**config.mk**
```make
export PLATFORM = sky130hd
export DESIGN_NAME = id_stage
export DESIGN_NICKNAME = d
export VERILOG_FILES = /design/src/hdl/id_stage_pkg.sv /design/src/hdl/id_decoder.sv /design/src/hdl/id_operand_mux.sv /design/src/hdl/id_register_file.sv /design/src/hdl/id_stage.sv /design/src/hdl/id_wb_sequencer.sv
export VERILOG_INCLUDE_DIRS = /design/src /design/src/hdl
export SDC_FILE = /design/constraint.sdc
export NUM_CORES = 2
export LEC_CHECK = 0
export BUFFER_PORTS_ARGS = -buffer_cell sky130_fd_sc_hd__buf_2
export CORE_UTILIZATION = 45
export DETAILED_ROUTE_END_ITERATION = 8
export PLACE_DENSITY = 0.69
export RECOVER_POWER = 100
export SYNTH_ARGS = -nofsm -noshare
export SYNTH_HDL_FRONTEND = slang
export SYNTH_HIERARCHICAL = 1
export SYNTH_SLANG_ARGS = --single-unit
```
**constraint.sdc**
```tcl
create_clock -name clk_i -period 3.3 [get_ports clk_i]
set_input_delay 0.33 -clock clk_i [delete_from_list [all_inputs] [get_ports clk_i]]
set_output_delay 0.33 -clock clk_i [all_outputs]
set_load 0.01 [all_outputs]
```
**src/hdl/id_stage_cfg.svh**
```systemverilog
/*
  Width and size constants for the decode stage.
  The stage is written for RV32I only, so ID_XLEN must stay 32.
*/
`ifndef ID_STAGE_CFG_SVH
`define ID_STAGE_CFG_SVH

// Data path and operand width
`define ID_XLEN 32

// Register file geometry
`define ID_REG_ADDR_W 5
`define ID_NUM_REGS 32

`endif

```
**src/hdl/id_stage_pkg.sv**
```systemverilog
/*
  Shared enumerations for the reduced RV32I decode stage.
  Only the opcodes listed in opcode_e are decoded; all others are illegal.
*/
package id_stage_pkg;

  // Major opcodes, instruction bits 6:0
  typedef enum logic [6:0] {
    LOAD   = 7'h03,
    OP_IMM = 7'h13,
    AUIPC  = 7'h17,
    STORE  = 7'h23,
    OP     = 7'h33,
    LUI    = 7'h37,
    BRANCH = 7'h63,
    JAL    = 7'h6f
  } opcode_e;

  // ALU operations, comparisons are used by branches
  typedef enum logic [4:0] {
    ADD, SUB,
    XOR, OR, AND,
    SLL, SRL, SRA,
    SLT, SLTU,
    EQ, NE, LT, GE, LTU, GEU
  } alu_op_e;

  typedef enum logic [1:0] {
    OP_A_REG_A,
    OP_A_FWD,
    OP_A_CURRPC,
    OP_A_IMM
  } op_a_sel_e;

  typedef enum logic {
    OP_B_REG_B,
    OP_B_IMM
  } op_b_sel_e;

  typedef enum logic [2:0] {
    IMM_B_I,
    IMM_B_S,
    IMM_B_B,
    IMM_B_U,
    IMM_B_J,
    IMM_B_INCR_PC,
    IMM_B_INCR_ADDR
  } imm_b_sel_e;

  typedef enum logic {
    RF_WD_EX,
    RF_WD_LSU
  } rf_wd_sel_e;

  // Memory access size
  typedef enum logic [1:0] {
    DT_WORD = 2'b00,
    DT_HALF = 2'b01,
    DT_BYTE = 2'b10
  } data_type_e;

  // ID-EX/WB sequencer states
  typedef enum logic {
    IDLE,
    WAIT_MULTICYCLE
  } id_fsm_e;

endpackage

```
**src/hdl/id_decoder.sv**
```systemverilog
/*
  Combinational RV32I decoder for OP, OP-IMM, LUI, AUIPC, LOAD, STORE,
  BRANCH and JAL. JALR, FENCE and SYSTEM words are flagged illegal.
*/
`timescale 1ns/1ps
`include "id_stage_cfg.svh"

module id_decoder import id_stage_pkg::*; (
  input  logic [31:0]                instr_rdata_i,
  output logic                       illegal_insn_o,
  output alu_op_e                    alu_operator_o,
  output op_a_sel_e                  op_a_sel_o,
  output op_b_sel_e                  op_b_sel_o,
  output imm_b_sel_e                 imm_b_sel_o,
  output logic [`ID_XLEN-1:0]        imm_i_o,
  output logic [`ID_XLEN-1:0]        imm_s_o,
  output logic [`ID_XLEN-1:0]        imm_b_o,
  output logic [`ID_XLEN-1:0]        imm_u_o,
  output logic [`ID_XLEN-1:0]        imm_j_o,
  output logic [`ID_REG_ADDR_W-1:0]  raddr_a_o,
  output logic [`ID_REG_ADDR_W-1:0]  raddr_b_o,
  output logic [`ID_REG_ADDR_W-1:0]  waddr_o,
  output logic                       regfile_we_o,
  output rf_wd_sel_e                 rf_wdata_sel_o,
  output logic                       data_req_o,
  output logic                       data_we_o,
  output data_type_e                 data_type_o,
  output logic                       data_sign_ext_o,
  output logic                       branch_in_dec_o,
  output logic                       jump_in_dec_o
);

  logic [6:0] funct7;
  logic [2:0] funct3;
  logic       illegal;

  assign funct7 = instr_rdata_i[31:25];
  assign funct3 = instr_rdata_i[14:12];

  assign raddr_a_o = instr_rdata_i[19:15];
  assign raddr_b_o = instr_rdata_i[24:20];
  assign waddr_o   = instr_rdata_i[11:7];

  //////////////////////////////////////////////////
  // Immediates
  //////////////////////////////////////////////////

  assign imm_i_o = {{20{instr_rdata_i[31]}}, instr_rdata_i[31:20]};
  assign imm_s_o = {{20{instr_rdata_i[31]}}, instr_rdata_i[31:25], instr_rdata_i[11:7]};
  assign imm_b_o = {{19{instr_rdata_i[31]}}, instr_rdata_i[31], instr_rdata_i[7],
                    instr_rdata_i[30:25], instr_rdata_i[11:8], 1'b0};
  assign imm_u_o = {instr_rdata_i[31:12], 12'b0};
  assign imm_j_o = {{12{instr_rdata_i[31]}}, instr_rdata_i[19:12], instr_rdata_i[20],
                    instr_rdata_i[30:21], 1'b0};

  //////////////////////////////////////////////////
  // Opcode and funct decode
  //////////////////////////////////////////////////

  always_comb begin
    illegal         = 1'b0;
    alu_operator_o  = ADD;
    op_a_sel_o      = OP_A_REG_A;
    op_b_sel_o      = OP_B_REG_B;
    imm_b_sel_o     = IMM_B_I;
    regfile_we_o    = 1'b0;
    rf_wdata_sel_o  = RF_WD_EX;
    data_req_o      = 1'b0;
    data_we_o       = 1'b0;
    data_type_o     = DT_WORD;
    data_sign_ext_o = 1'b0;
    branch_in_dec_o = 1'b0;
    jump_in_dec_o   = 1'b0;

    case (instr_rdata_i[6:0])
      LUI: begin
        op_a_sel_o   = OP_A_IMM;
        op_b_sel_o   = OP_B_IMM;
        imm_b_sel_o  = IMM_B_U;
        regfile_we_o = 1'b1;
      end
      AUIPC: begin
        op_a_sel_o   = OP_A_CURRPC;
        op_b_sel_o   = OP_B_IMM;
        imm_b_sel_o  = IMM_B_U;
        regfile_we_o = 1'b1;
      end
      JAL: begin
        // Link address pc + 4 comes back from EX
        jump_in_dec_o = 1'b1;
        op_a_sel_o    = OP_A_CURRPC;
        op_b_sel_o    = OP_B_IMM;
        imm_b_sel_o   = IMM_B_INCR_PC;
        regfile_we_o  = 1'b1;
      end
      BRANCH: begin
        branch_in_dec_o = 1'b1;
        imm_b_sel_o     = IMM_B_B;
        case (funct3)
          3'b000:  alu_operator_o = EQ;
          3'b001:  alu_operator_o = NE;
          3'b100:  alu_operator_o = LT;
          3'b101:  alu_operator_o = GE;
          3'b110:  alu_operator_o = LTU;
          3'b111:  alu_operator_o = GEU;
          default: illegal = 1'b1;
        endcase
      end
      LOAD: begin
        data_req_o     = 1'b1;
        op_b_sel_o     = OP_B_IMM;
        regfile_we_o   = 1'b1;
        rf_wdata_sel_o = RF_WD_LSU;
        // funct3[2] selects zero extension
        data_sign_ext_o = ~funct3[2];
        case (funct3)
          3'b000, 3'b100: data_type_o = DT_BYTE;
          3'b001, 3'b101: data_type_o = DT_HALF;
          3'b010:         data_type_o = DT_WORD;
          default:        illegal = 1'b1;
        endcase
      end
      STORE: begin
        data_req_o  = 1'b1;
        data_we_o   = 1'b1;
        op_b_sel_o  = OP_B_IMM;
        imm_b_sel_o = IMM_B_S;
        case (funct3)
          3'b000:  data_type_o = DT_BYTE;
          3'b001:  data_type_o = DT_HALF;
          3'b010:  data_type_o = DT_WORD;
          default: illegal = 1'b1;
        endcase
      end
      OP_IMM: begin
        op_b_sel_o   = OP_B_IMM;
        regfile_we_o = 1'b1;
        case (funct3)
          3'b000: alu_operator_o = ADD;
          3'b010: alu_operator_o = SLT;
          3'b011: alu_operator_o = SLTU;
          3'b100: alu_operator_o = XOR;
          3'b110: alu_operator_o = OR;
          3'b111: alu_operator_o = AND;
          3'b001: begin
            alu_operator_o = SLL;
            illegal        = (funct7 != 7'b0000000);
          end
          default: begin
            if (funct7 == 7'b0000000) begin
              alu_operator_o = SRL;
            end else if (funct7 == 7'b0100000) begin
              alu_operator_o = SRA;
            end else begin
              illegal = 1'b1;
            end
          end
        endcase
      end
      OP: begin
        regfile_we_o = 1'b1;
        case ({funct7, funct3})
          {7'b0000000, 3'b000}: alu_operator_o = ADD;
          {7'b0100000, 3'b000}: alu_operator_o = SUB;
          {7'b0000000, 3'b001}: alu_operator_o = SLL;
          {7'b0000000, 3'b010}: alu_operator_o = SLT;
          {7'b0000000, 3'b011}: alu_operator_o = SLTU;
          {7'b0000000, 3'b100}: alu_operator_o = XOR;
          {7'b0000000, 3'b101}: alu_operator_o = SRL;
          {7'b0100000, 3'b101}: alu_operator_o = SRA;
          {7'b0000000, 3'b110}: alu_operator_o = OR;
          {7'b0000000, 3'b111}: alu_operator_o = AND;
          default:              illegal = 1'b1;
        endcase
      end
      default: illegal = 1'b1;
    endcase

    // Illegal words must not write, request or redirect
    if (illegal) begin
      regfile_we_o    = 1'b0;
      data_req_o      = 1'b0;
      branch_in_dec_o = 1'b0;
      jump_in_dec_o   = 1'b0;
    end
  end

  assign illegal_insn_o = illegal;

endmodule

```
**src/hdl/id_operand_mux.sv**
```systemverilog
/*
  ALU operand selection. A misaligned load or store overrides the decoded
  selection for its second access: operand A = last address, B = 4.
*/
`timescale 1ns/1ps
`include "id_stage_cfg.svh"

module id_operand_mux import id_stage_pkg::*; (
  input  op_a_sel_e                op_a_sel_i,
  input  op_b_sel_e                op_b_sel_i,
  input  imm_b_sel_e               imm_b_sel_i,
  input  logic [`ID_XLEN-1:0]      rdata_a_i,
  input  logic [`ID_XLEN-1:0]      rdata_b_i,
  input  logic [`ID_XLEN-1:0]      pc_id_i,
  input  logic [`ID_XLEN-1:0]      imm_i_i,
  input  logic [`ID_XLEN-1:0]      imm_s_i,
  input  logic [`ID_XLEN-1:0]      imm_b_i,
  input  logic [`ID_XLEN-1:0]      imm_u_i,
  input  logic [`ID_XLEN-1:0]      imm_j_i,
  input  logic                     lsu_addr_incr_req_i,
  input  logic [`ID_XLEN-1:0]      lsu_addr_last_i,
  output logic [`ID_XLEN-1:0]      alu_operand_a_o,
  output logic [`ID_XLEN-1:0]      alu_operand_b_o
);

  op_a_sel_e           op_a_sel;
  op_b_sel_e           op_b_sel;
  imm_b_sel_e          imm_b_sel;
  logic [`ID_XLEN-1:0] imm_b;

  // Second half of a misaligned access
  assign op_a_sel  = lsu_addr_incr_req_i ? OP_A_FWD        : op_a_sel_i;
  assign op_b_sel  = lsu_addr_incr_req_i ? OP_B_IMM        : op_b_sel_i;
  assign imm_b_sel = lsu_addr_incr_req_i ? IMM_B_INCR_ADDR : imm_b_sel_i;

  always_comb begin
    case (op_a_sel)
      OP_A_REG_A:  alu_operand_a_o = rdata_a_i;
      OP_A_FWD:    alu_operand_a_o = lsu_addr_last_i;
      OP_A_CURRPC: alu_operand_a_o = pc_id_i;
      default:     alu_operand_a_o = '0;
    endcase
  end

  always_comb begin
    case (imm_b_sel)
      IMM_B_I: imm_b = imm_i_i;
      IMM_B_S: imm_b = imm_s_i;
      IMM_B_B: imm_b = imm_b_i;
      IMM_B_U: imm_b = imm_u_i;
      IMM_B_J: imm_b = imm_j_i;
      default: imm_b = `ID_XLEN'd4;
    endcase
  end

  assign alu_operand_b_o = (op_b_sel == OP_B_IMM) ? imm_b : rdata_b_i;

  // Decoder select merged with the LSU override
  a_imm_b_sel_legal: assert final (!$isunknown(imm_b_sel) && imm_b_sel inside {
      IMM_B_I, IMM_B_S, IMM_B_B, IMM_B_U, IMM_B_J, IMM_B_INCR_PC, IMM_B_INCR_ADDR})
    else $error("illegal operand B immediate select");

endmodule

```
**src/hdl/id_register_file.sv**
```systemverilog
/*
  Flip-flop register file, two read ports and one write port.
  Reads are combinational, so a write is visible the cycle after it.
*/
`timescale 1ns/1ps
`include "id_stage_cfg.svh"

module id_register_file import id_stage_pkg::*; (
  input  logic                       clk_i,
  input  logic                       rst_ni,
  input  logic [`ID_REG_ADDR_W-1:0]  raddr_a_i,
  input  logic [`ID_REG_ADDR_W-1:0]  raddr_b_i,
  input  logic [`ID_REG_ADDR_W-1:0]  waddr_i,
  input  logic [`ID_XLEN-1:0]        wdata_i,
  input  logic                       we_i,
  output logic [`ID_XLEN-1:0]        rdata_a_o,
  output logic [`ID_XLEN-1:0]        rdata_b_o
);

  // Storage for x1 and up only
  logic [`ID_XLEN-1:0] regs_q [1:`ID_NUM_REGS-1];

  for (genvar i = 1; i < `ID_NUM_REGS; i++) begin : g_reg
    always_ff @(posedge clk_i or negedge rst_ni) begin
      if (!rst_ni) begin
        regs_q[i] <= '0;
      end else if (we_i && (waddr_i == i)) begin
        regs_q[i] <= wdata_i;
      end
    end
  end

  assign rdata_a_o = (raddr_a_i == '0) ? '0 : regs_q[raddr_a_i];
  assign rdata_b_o = (raddr_b_i == '0) ? '0 : regs_q[raddr_b_i];

  // Write enable comes from the sequencer FSM
  a_we_known: assert property (@(posedge clk_i) disable iff (!rst_ni) !$isunknown(we_i))
    else $error("register file write enable is unknown");

endmodule

```
**src/hdl/id_stage.sv**
```systemverilog
/*
  Reduced RV32I instruction decode stage. No CSR, exceptions, interrupts,
  debug or compressed support. instr_rdata_i and pc_id_i must stay stable
  until id_in_ready_o accepts the instruction.
*/
`timescale 1ns/1ps
`include "id_stage_cfg.svh"

module id_stage import id_stage_pkg::*; (
  input  logic                 clk_i,
  input  logic                 rst_ni,
  input  logic                 instr_valid_i,
  input  logic                 instr_new_i,
  input  logic [31:0]          instr_rdata_i,
  input  logic [`ID_XLEN-1:0]  pc_id_i,
  input  logic                 branch_decision_i,
  input  logic                 ex_valid_i,
  input  logic                 lsu_valid_i,
  input  logic                 lsu_addr_incr_req_i,
  input  logic [`ID_XLEN-1:0]  lsu_addr_last_i,
  input  logic [`ID_XLEN-1:0]  regfile_wdata_ex_i,
  input  logic [`ID_XLEN-1:0]  regfile_wdata_lsu_i,
  output logic                 id_in_ready_o,
  output logic                 pc_set_o,
  output logic                 illegal_insn_o,
  output logic                 instr_ret_o,
  output alu_op_e              alu_operator_o,
  output logic [`ID_XLEN-1:0]  alu_operand_a_o,
  output logic [`ID_XLEN-1:0]  alu_operand_b_o,
  output logic                 data_req_o,
  output logic                 data_we_o,
  output data_type_e           data_type_o,
  output logic                 data_sign_ext_o,
  output logic [`ID_XLEN-1:0]  data_wdata_o
);

  logic                      illegal_insn_dec;
  op_a_sel_e                 op_a_sel;
  op_b_sel_e                 op_b_sel;
  imm_b_sel_e                imm_b_sel;
  logic [`ID_XLEN-1:0]       imm_i, imm_s, imm_b, imm_u, imm_j;
  logic [`ID_REG_ADDR_W-1:0] raddr_a, raddr_b, waddr;
  logic [`ID_XLEN-1:0]       rdata_a, rdata_b;
  logic [`ID_XLEN-1:0]       rf_wdata;
  rf_wd_sel_e                rf_wdata_sel;
  logic                      regfile_we_dec;
  logic                      rf_we;
  logic                      data_req_dec;
  logic                      branch_in_dec;
  logic                      jump_in_dec;

  id_decoder u_decoder (
    .instr_rdata_i   (instr_rdata_i),
    .illegal_insn_o  (illegal_insn_dec),
    .alu_operator_o  (alu_operator_o),
    .op_a_sel_o      (op_a_sel),
    .op_b_sel_o      (op_b_sel),
    .imm_b_sel_o     (imm_b_sel),
    .imm_i_o         (imm_i),
    .imm_s_o         (imm_s),
    .imm_b_o         (imm_b),
    .imm_u_o         (imm_u),
    .imm_j_o         (imm_j),
    .raddr_a_o       (raddr_a),
    .raddr_b_o       (raddr_b),
    .waddr_o         (waddr),
    .regfile_we_o    (regfile_we_dec),
    .rf_wdata_sel_o  (rf_wdata_sel),
    .data_req_o      (data_req_dec),
    .data_we_o       (data_we_o),
    .data_type_o     (data_type_o),
    .data_sign_ext_o (data_sign_ext_o),
    .branch_in_dec_o (branch_in_dec),
    .jump_in_dec_o   (jump_in_dec)
  );

  // Loads write the LSU data, everything else the EX result
  assign rf_wdata = (rf_wdata_sel == RF_WD_LSU) ? regfile_wdata_lsu_i : regfile_wdata_ex_i;

  id_register_file u_register_file (
    .clk_i     (clk_i),
    .rst_ni    (rst_ni),
    .raddr_a_i (raddr_a),
    .raddr_b_i (raddr_b),
    .waddr_i   (waddr),
    .wdata_i   (rf_wdata),
    .we_i      (rf_we),
    .rdata_a_o (rdata_a),
    .rdata_b_o (rdata_b)
  );

  id_operand_mux u_operand_mux (
    .op_a_sel_i          (op_a_sel),
    .op_b_sel_i          (op_b_sel),
    .imm_b_sel_i         (imm_b_sel),
    .rdata_a_i           (rdata_a),
    .rdata_b_i           (rdata_b),
    .pc_id_i             (pc_id_i),
    .imm_i_i             (imm_i),
    .imm_s_i             (imm_s),
    .imm_b_i             (imm_b),
    .imm_u_i             (imm_u),
    .imm_j_i             (imm_j),
    .lsu_addr_incr_req_i (lsu_addr_incr_req_i),
    .lsu_addr_last_i     (lsu_addr_last_i),
    .alu_operand_a_o     (alu_operand_a_o),
    .alu_operand_b_o     (alu_operand_b_o)
  );

  id_wb_sequencer u_wb_sequencer (
    .clk_i             (clk_i),
    .rst_ni            (rst_ni),
    .instr_new_i       (instr_new_i),
    .data_req_dec_i    (data_req_dec),
    .branch_in_dec_i   (branch_in_dec),
    .jump_in_dec_i     (jump_in_dec),
    .regfile_we_dec_i  (regfile_we_dec),
    .branch_decision_i (branch_decision_i),
    .ex_valid_i        (ex_valid_i),
    .lsu_valid_i       (lsu_valid_i),
    .rf_we_o           (rf_we),
    .data_req_o        (data_req_o),
    .id_in_ready_o     (id_in_ready_o),
    .pc_set_o          (pc_set_o),
    .instr_ret_o       (instr_ret_o)
  );

  assign illegal_insn_o = instr_valid_i & illegal_insn_dec;
  // Store data is rs2
  assign data_wdata_o   = rdata_b;

endmodule

```
**src/hdl/id_wb_sequencer.sv**
```systemverilog
/*
  ID-EX/WB sequencer. Loads, stores, taken branches and JAL stall the stage
  until lsu_valid_i (memory) or ex_valid_i (others). branch_decision_i must
  be valid while instr_new_i is high for a branch.
*/
`timescale 1ns/1ps

module id_wb_sequencer import id_stage_pkg::*; (
  input  logic clk_i,
  input  logic rst_ni,
  input  logic instr_new_i,
  input  logic data_req_dec_i,
  input  logic branch_in_dec_i,
  input  logic jump_in_dec_i,
  input  logic regfile_we_dec_i,
  input  logic branch_decision_i,
  input  logic ex_valid_i,
  input  logic lsu_valid_i,
  output logic rf_we_o,
  output logic data_req_o,
  output logic id_in_ready_o,
  output logic pc_set_o,
  output logic instr_ret_o
);

  id_fsm_e state_q, state_d;
  logic    done_q, done_d;
  logic    branch_set_q, branch_set_d;
  logic    instr_multicycle;
  logic    instr_executing;
  logic    we_wb;
  logic    jump_set;
  logic    stall;

  assign instr_multicycle = data_req_dec_i | branch_in_dec_i | jump_in_dec_i;

  // New instruction, or a multicycle one still in flight
  assign instr_executing = instr_new_i | (instr_multicycle & ~done_q);

  // Done flag starts set so nothing is issued before the first instruction
  always_ff @(posedge clk_i or negedge rst_ni) begin
    if (!rst_ni) begin
      state_q      <= IDLE;
      done_q       <= 1'b1;
      branch_set_q <= 1'b0;
    end else begin
      state_q      <= state_d;
      done_q       <= done_d;
      branch_set_q <= branch_set_d;
    end
  end

  always_comb begin
    state_d      = state_q;
    done_d       = done_q;
    branch_set_d = 1'b0;
    we_wb        = 1'b0;
    jump_set     = 1'b0;
    stall        = 1'b0;
    instr_ret_o  = 1'b0;

    unique case (state_q)
      IDLE: begin
        if (instr_new_i) begin
          if (data_req_dec_i || jump_in_dec_i ||
              (branch_in_dec_i && branch_decision_i)) begin
            state_d      = WAIT_MULTICYCLE;
            done_d       = 1'b0;
            stall        = 1'b1;
            jump_set     = jump_in_dec_i;
            branch_set_d = branch_in_dec_i;
          end else begin
            // Single cycle, or a branch that is not taken
            done_d      = 1'b1;
            instr_ret_o = 1'b1;
          end
        end
      end
      WAIT_MULTICYCLE: begin
        if ((data_req_dec_i && lsu_valid_i) || (!data_req_dec_i && ex_valid_i)) begin
          state_d     = IDLE;
          done_d      = 1'b1;
          we_wb       = regfile_we_dec_i;
          instr_ret_o = 1'b1;
        end else begin
          stall = 1'b1;
        end
      end
      default: state_d = IDLE;
    endcase
  end

  // Multicycle results are written only in the ending cycle
  assign rf_we_o       = instr_executing & (instr_multicycle ? we_wb : regfile_we_dec_i);
  assign data_req_o    = instr_executing & data_req_dec_i;
  assign id_in_ready_o = ~stall;
  assign pc_set_o      = jump_set | branch_set_q;

  a_class_onehot: assert property (@(posedge clk_i) disable iff (!rst_ni)
      $onehot0({data_req_dec_i, branch_in_dec_i, jump_in_dec_i}))
    else $error("more than one multicycle class decoded");

  a_state_known: assert property (@(posedge clk_i) disable iff (!rst_ni)
      !$isunknown(state_q))
    else $error("sequencer state is unknown");

endmodule

```
==> results.cfg <==
[status]
status = finished, violations left
violations = max-capacitance violations, max-slew violations

[grt]
grt_pass1_vias = 40300
grt_max_degree = 85
grt_pass1_wl_mm = 278
grt.total_usage_pct = 28.5
antenna_found_initial = 7
grt.overflow.total = 0

[job]
maxCapViolations = 1

[detailed_routing]
totalWireLength_mm = 189
drc_errors = 0
wl_per_cell_um = 30.5
vias = 39900
drtIter0Drc = 4574
ant_nets = 0
dr.pass1.iters = 9
vias_per_cell = 6.46

[finish]
stdcell_area_um2 = 66200
nFillCells = 10800
fin_cells = 6183
nNetsFinal = 4528
area_growth_pct = 13.2
most-common-layout-cells = mux2_2 (1035), dfrtp_1 (994), mux4_2 (432)
drive_gt1_share_pct = 52.4
multi_input_area_um2 = 30200
final_common_cell = mux2_2
seq_area_um2 = 24900

[critical_path]
end_kind = primary output
path_buf_inv = 6
start_kind = input pin
cp_slowest_cell = mux4_2
cp_max_fo = 37
timing.rr.start = u_wb_sequencer/state_q
r2r-end = u_register_file/regs_q[239]
crit_top_cell = buf_12
crit_type = in -> out
reg2reg_depth = 6
cpPeakStageDelay_ns = 0.35
reg2reg_slack_ns = 0.84
cp_data_arrival_time_ns = 2.89
crit_required_ns = 2.97
cp-startpoint = instr_rdata_i[21]
worstPathCellList = buf_8 > buf_12 > buf_12 > buf_12 > clkbuf_2 > mux4_2 > mux2i_1 > a22oi_1 > o31a_1 > nand2_1 > o221ai_2 > clkbuf_2
cpLargestDelayFamily = buffers and inverters

[logic_synthesis]
netlist_area_um2 = 58500
ys.flop_type = dfrtp_1
synth_cells = 4208
yosysWarnings = 6
syn_avg_cell_area_um2 = 13.9
synthDistinctLibCells = 84
synth-seq-cells = 995
synth_seq_area_share_pct = 42.6
async_flop_share_pct = 100
synth_edf_count = 0

[placement]
gp_congestion = 0.903
placed_cell_area_um2 = 63200
dpl.cell_count = 5971
portBuffers = 276
place_hpwl_mm = 127

[power_and_ir_drop]
switchingPower_mw = 7.42
swShare_pct = 25.5
clockPowerShare_pct = 45.1
combPwrFrac_pct = 11.3
seqPwrFrac_pct = 43.6
total_leakage_power_nw = 30.7
p_int_mw = 21.7
p_per_area_nw_per_um2 = 440
vdd_drop_max_v = 0.000423

[hold_path]
hp-class = in -> reg
worstHoldStart = ex_valid_i
min_delay_path_depth = 4
holdPathEnd = u_wb_sequencer/done_q

[clock_network]
clk_latency_ns = 0.71
clock-sinks = 995
path_clk_slew_ns = 0.06
cts.path.max_buffers = 3
htree_levels = 3
root_buffer = clkbuf_16
cts_buffers = 107
cts_tree = done

[sta]
fin_crit_ns = 3.22
slew_headroom_pct = -75.8
hold_viol = 0
worstMarginPinSlew_ns = 2.64
setup_tns_ns = 0
fmax_mhz = 310
fin_crit_sh_pct = 97.6
setup_violations = 0
drv_slew = 67
finClkSkew_ns = 0.0306

[die]
fp.dieH_um = 363
start_util_pct = 45.6
ios = 278
die_area_um2 = 131000
coreArea_um2 = 128000
rows = 131
die_w_um = 363
==> power by group through the flow <==
stage / Combinational, mW / Clock [mW] / Sequential (mW)
6_report: 3.29 / 13.1 / 12.7
5_1_grt: 3.47 / 13.8 / 12.7
4_1_cts: 3.31 / 13.3 / 12.7
3_5_place_dp: 3.29 / 0 / 12.9
3_3_place_gp: 3.26 / 0 / 12.9
2_1_floorplan: 1.97 / 0 / 12.8
==> logic make-up (layout without fill, tap and decap cells) <==
logic type	after synthesis	in the layout	share of synthesized area (%)
adder cells (fa/ha/maj)	1	1	0.0171
other	1	19	0.00641
AND/OR/NAND/NOR	409	410	3.64
multiplexers	1775	1775	42.2
XOR/XNOR	1	1	0.0150
flip-flops	995	995	42.6
buffers and inverters	633	860	6.15
AO/OA/AOI/OAI	393	393	5.43
==> tightest hold or removal path, delay by kind of cell <==
family | cells | cell delay, ns
multiplexers | 1 | 0.14
AO/OA/AOI/OAI | 1 | 0.10
AND/OR/NAND/NOR | 1 | 0.10
buffers and inverters | 1 | 0.08
==> metal layers <==
layer / routed length, um / track usage [%] / share of wire (%)
met3: 15800 / 5.89 / 8.4
met4: 7440 / 10.4 / 3.9
met1: 76700 / 38.9 / 41
met5: 55 / 0 / 0.029
met2: 88700 / 45.0 / 47
==> cell usage after synthesis (32+ instances only) <==
library cell / number / area [um2]
a221oi_1: 43 / 377
a22oi_1: 68 / 510
buf_1: 32 / 120
buf_2: 146 / 731
buf_4: 215 / 1610
clkbuf_1: 195 / 732
dfrtp_1: 994 / 24900
mux2_1: 37 / 417
mux2_2: 1035 / 11700
mux2i_1: 240 / 2400
mux4_2: 432 / 9730
nand2_1: 104 / 390
nor2_1: 76 / 285
nor2b_1: 52 / 325
nor3_1: 49 / 245
o21ai_0: 43 / 215
o31a_1: 35 / 307
==> registers in the layout, summed over array words and instances, names as in the netlist <==
signal / cells
u_wb_sequencer/done_q: 1
u_wb_sequencer/branch_set_q: 1
u_wb_sequencer/state_q: 1
u_register_file/regs_q: 992
==> what timing repair did <==
item	CTS	global route
endpoints found under the hold margin	55	0
hold buffers	4	0
buffers inserted	0	3
resized for setup	3	9
pin swaps	0	1
endpoints found under the setup margin	2	29
gates cloned	0	2
==> final cells by class <==
type,count,share of cell area [%]
sequential,995,37.6
inverter,20,0.113
tap,1729,3.27
antenna,4,0.0151
multi-input combinational,2595,45.7
clock buffer,155,4.74
timing repair buffer,641,7.48
clock inverter,44,1.07
==> worst max-delay path by stage <==
stage,endpoint,depth (start not counted)
global placement,u_register_file/regs_q[723],14
CTS,alu_operand_b_o[17],9
detailed placement,u_register_file/regs_q[749],14
global route,alu_operand_b_o[11],12
finish,alu_operand_b_o[25],12
floorplan,u_register_file/regs_q[896],12
==> through the flow <==
step	worst slack (ns)	hold slack [ns]	total power, mW	util, %
after global routing	-0.00369	0.122	30.0	51.6
after global placement	-0.343	0.421	16.1	49.3
final	0.0787	0.0848	29.1	51.6
after detailed placement	-0.325	0.413	16.2	49.3
after CTS	0.00584	0.0626	29.3	52.3
after floorplan	-0.0497	0.0344	14.8	-
Note: power is estimated with default switching activity, not from simulation.
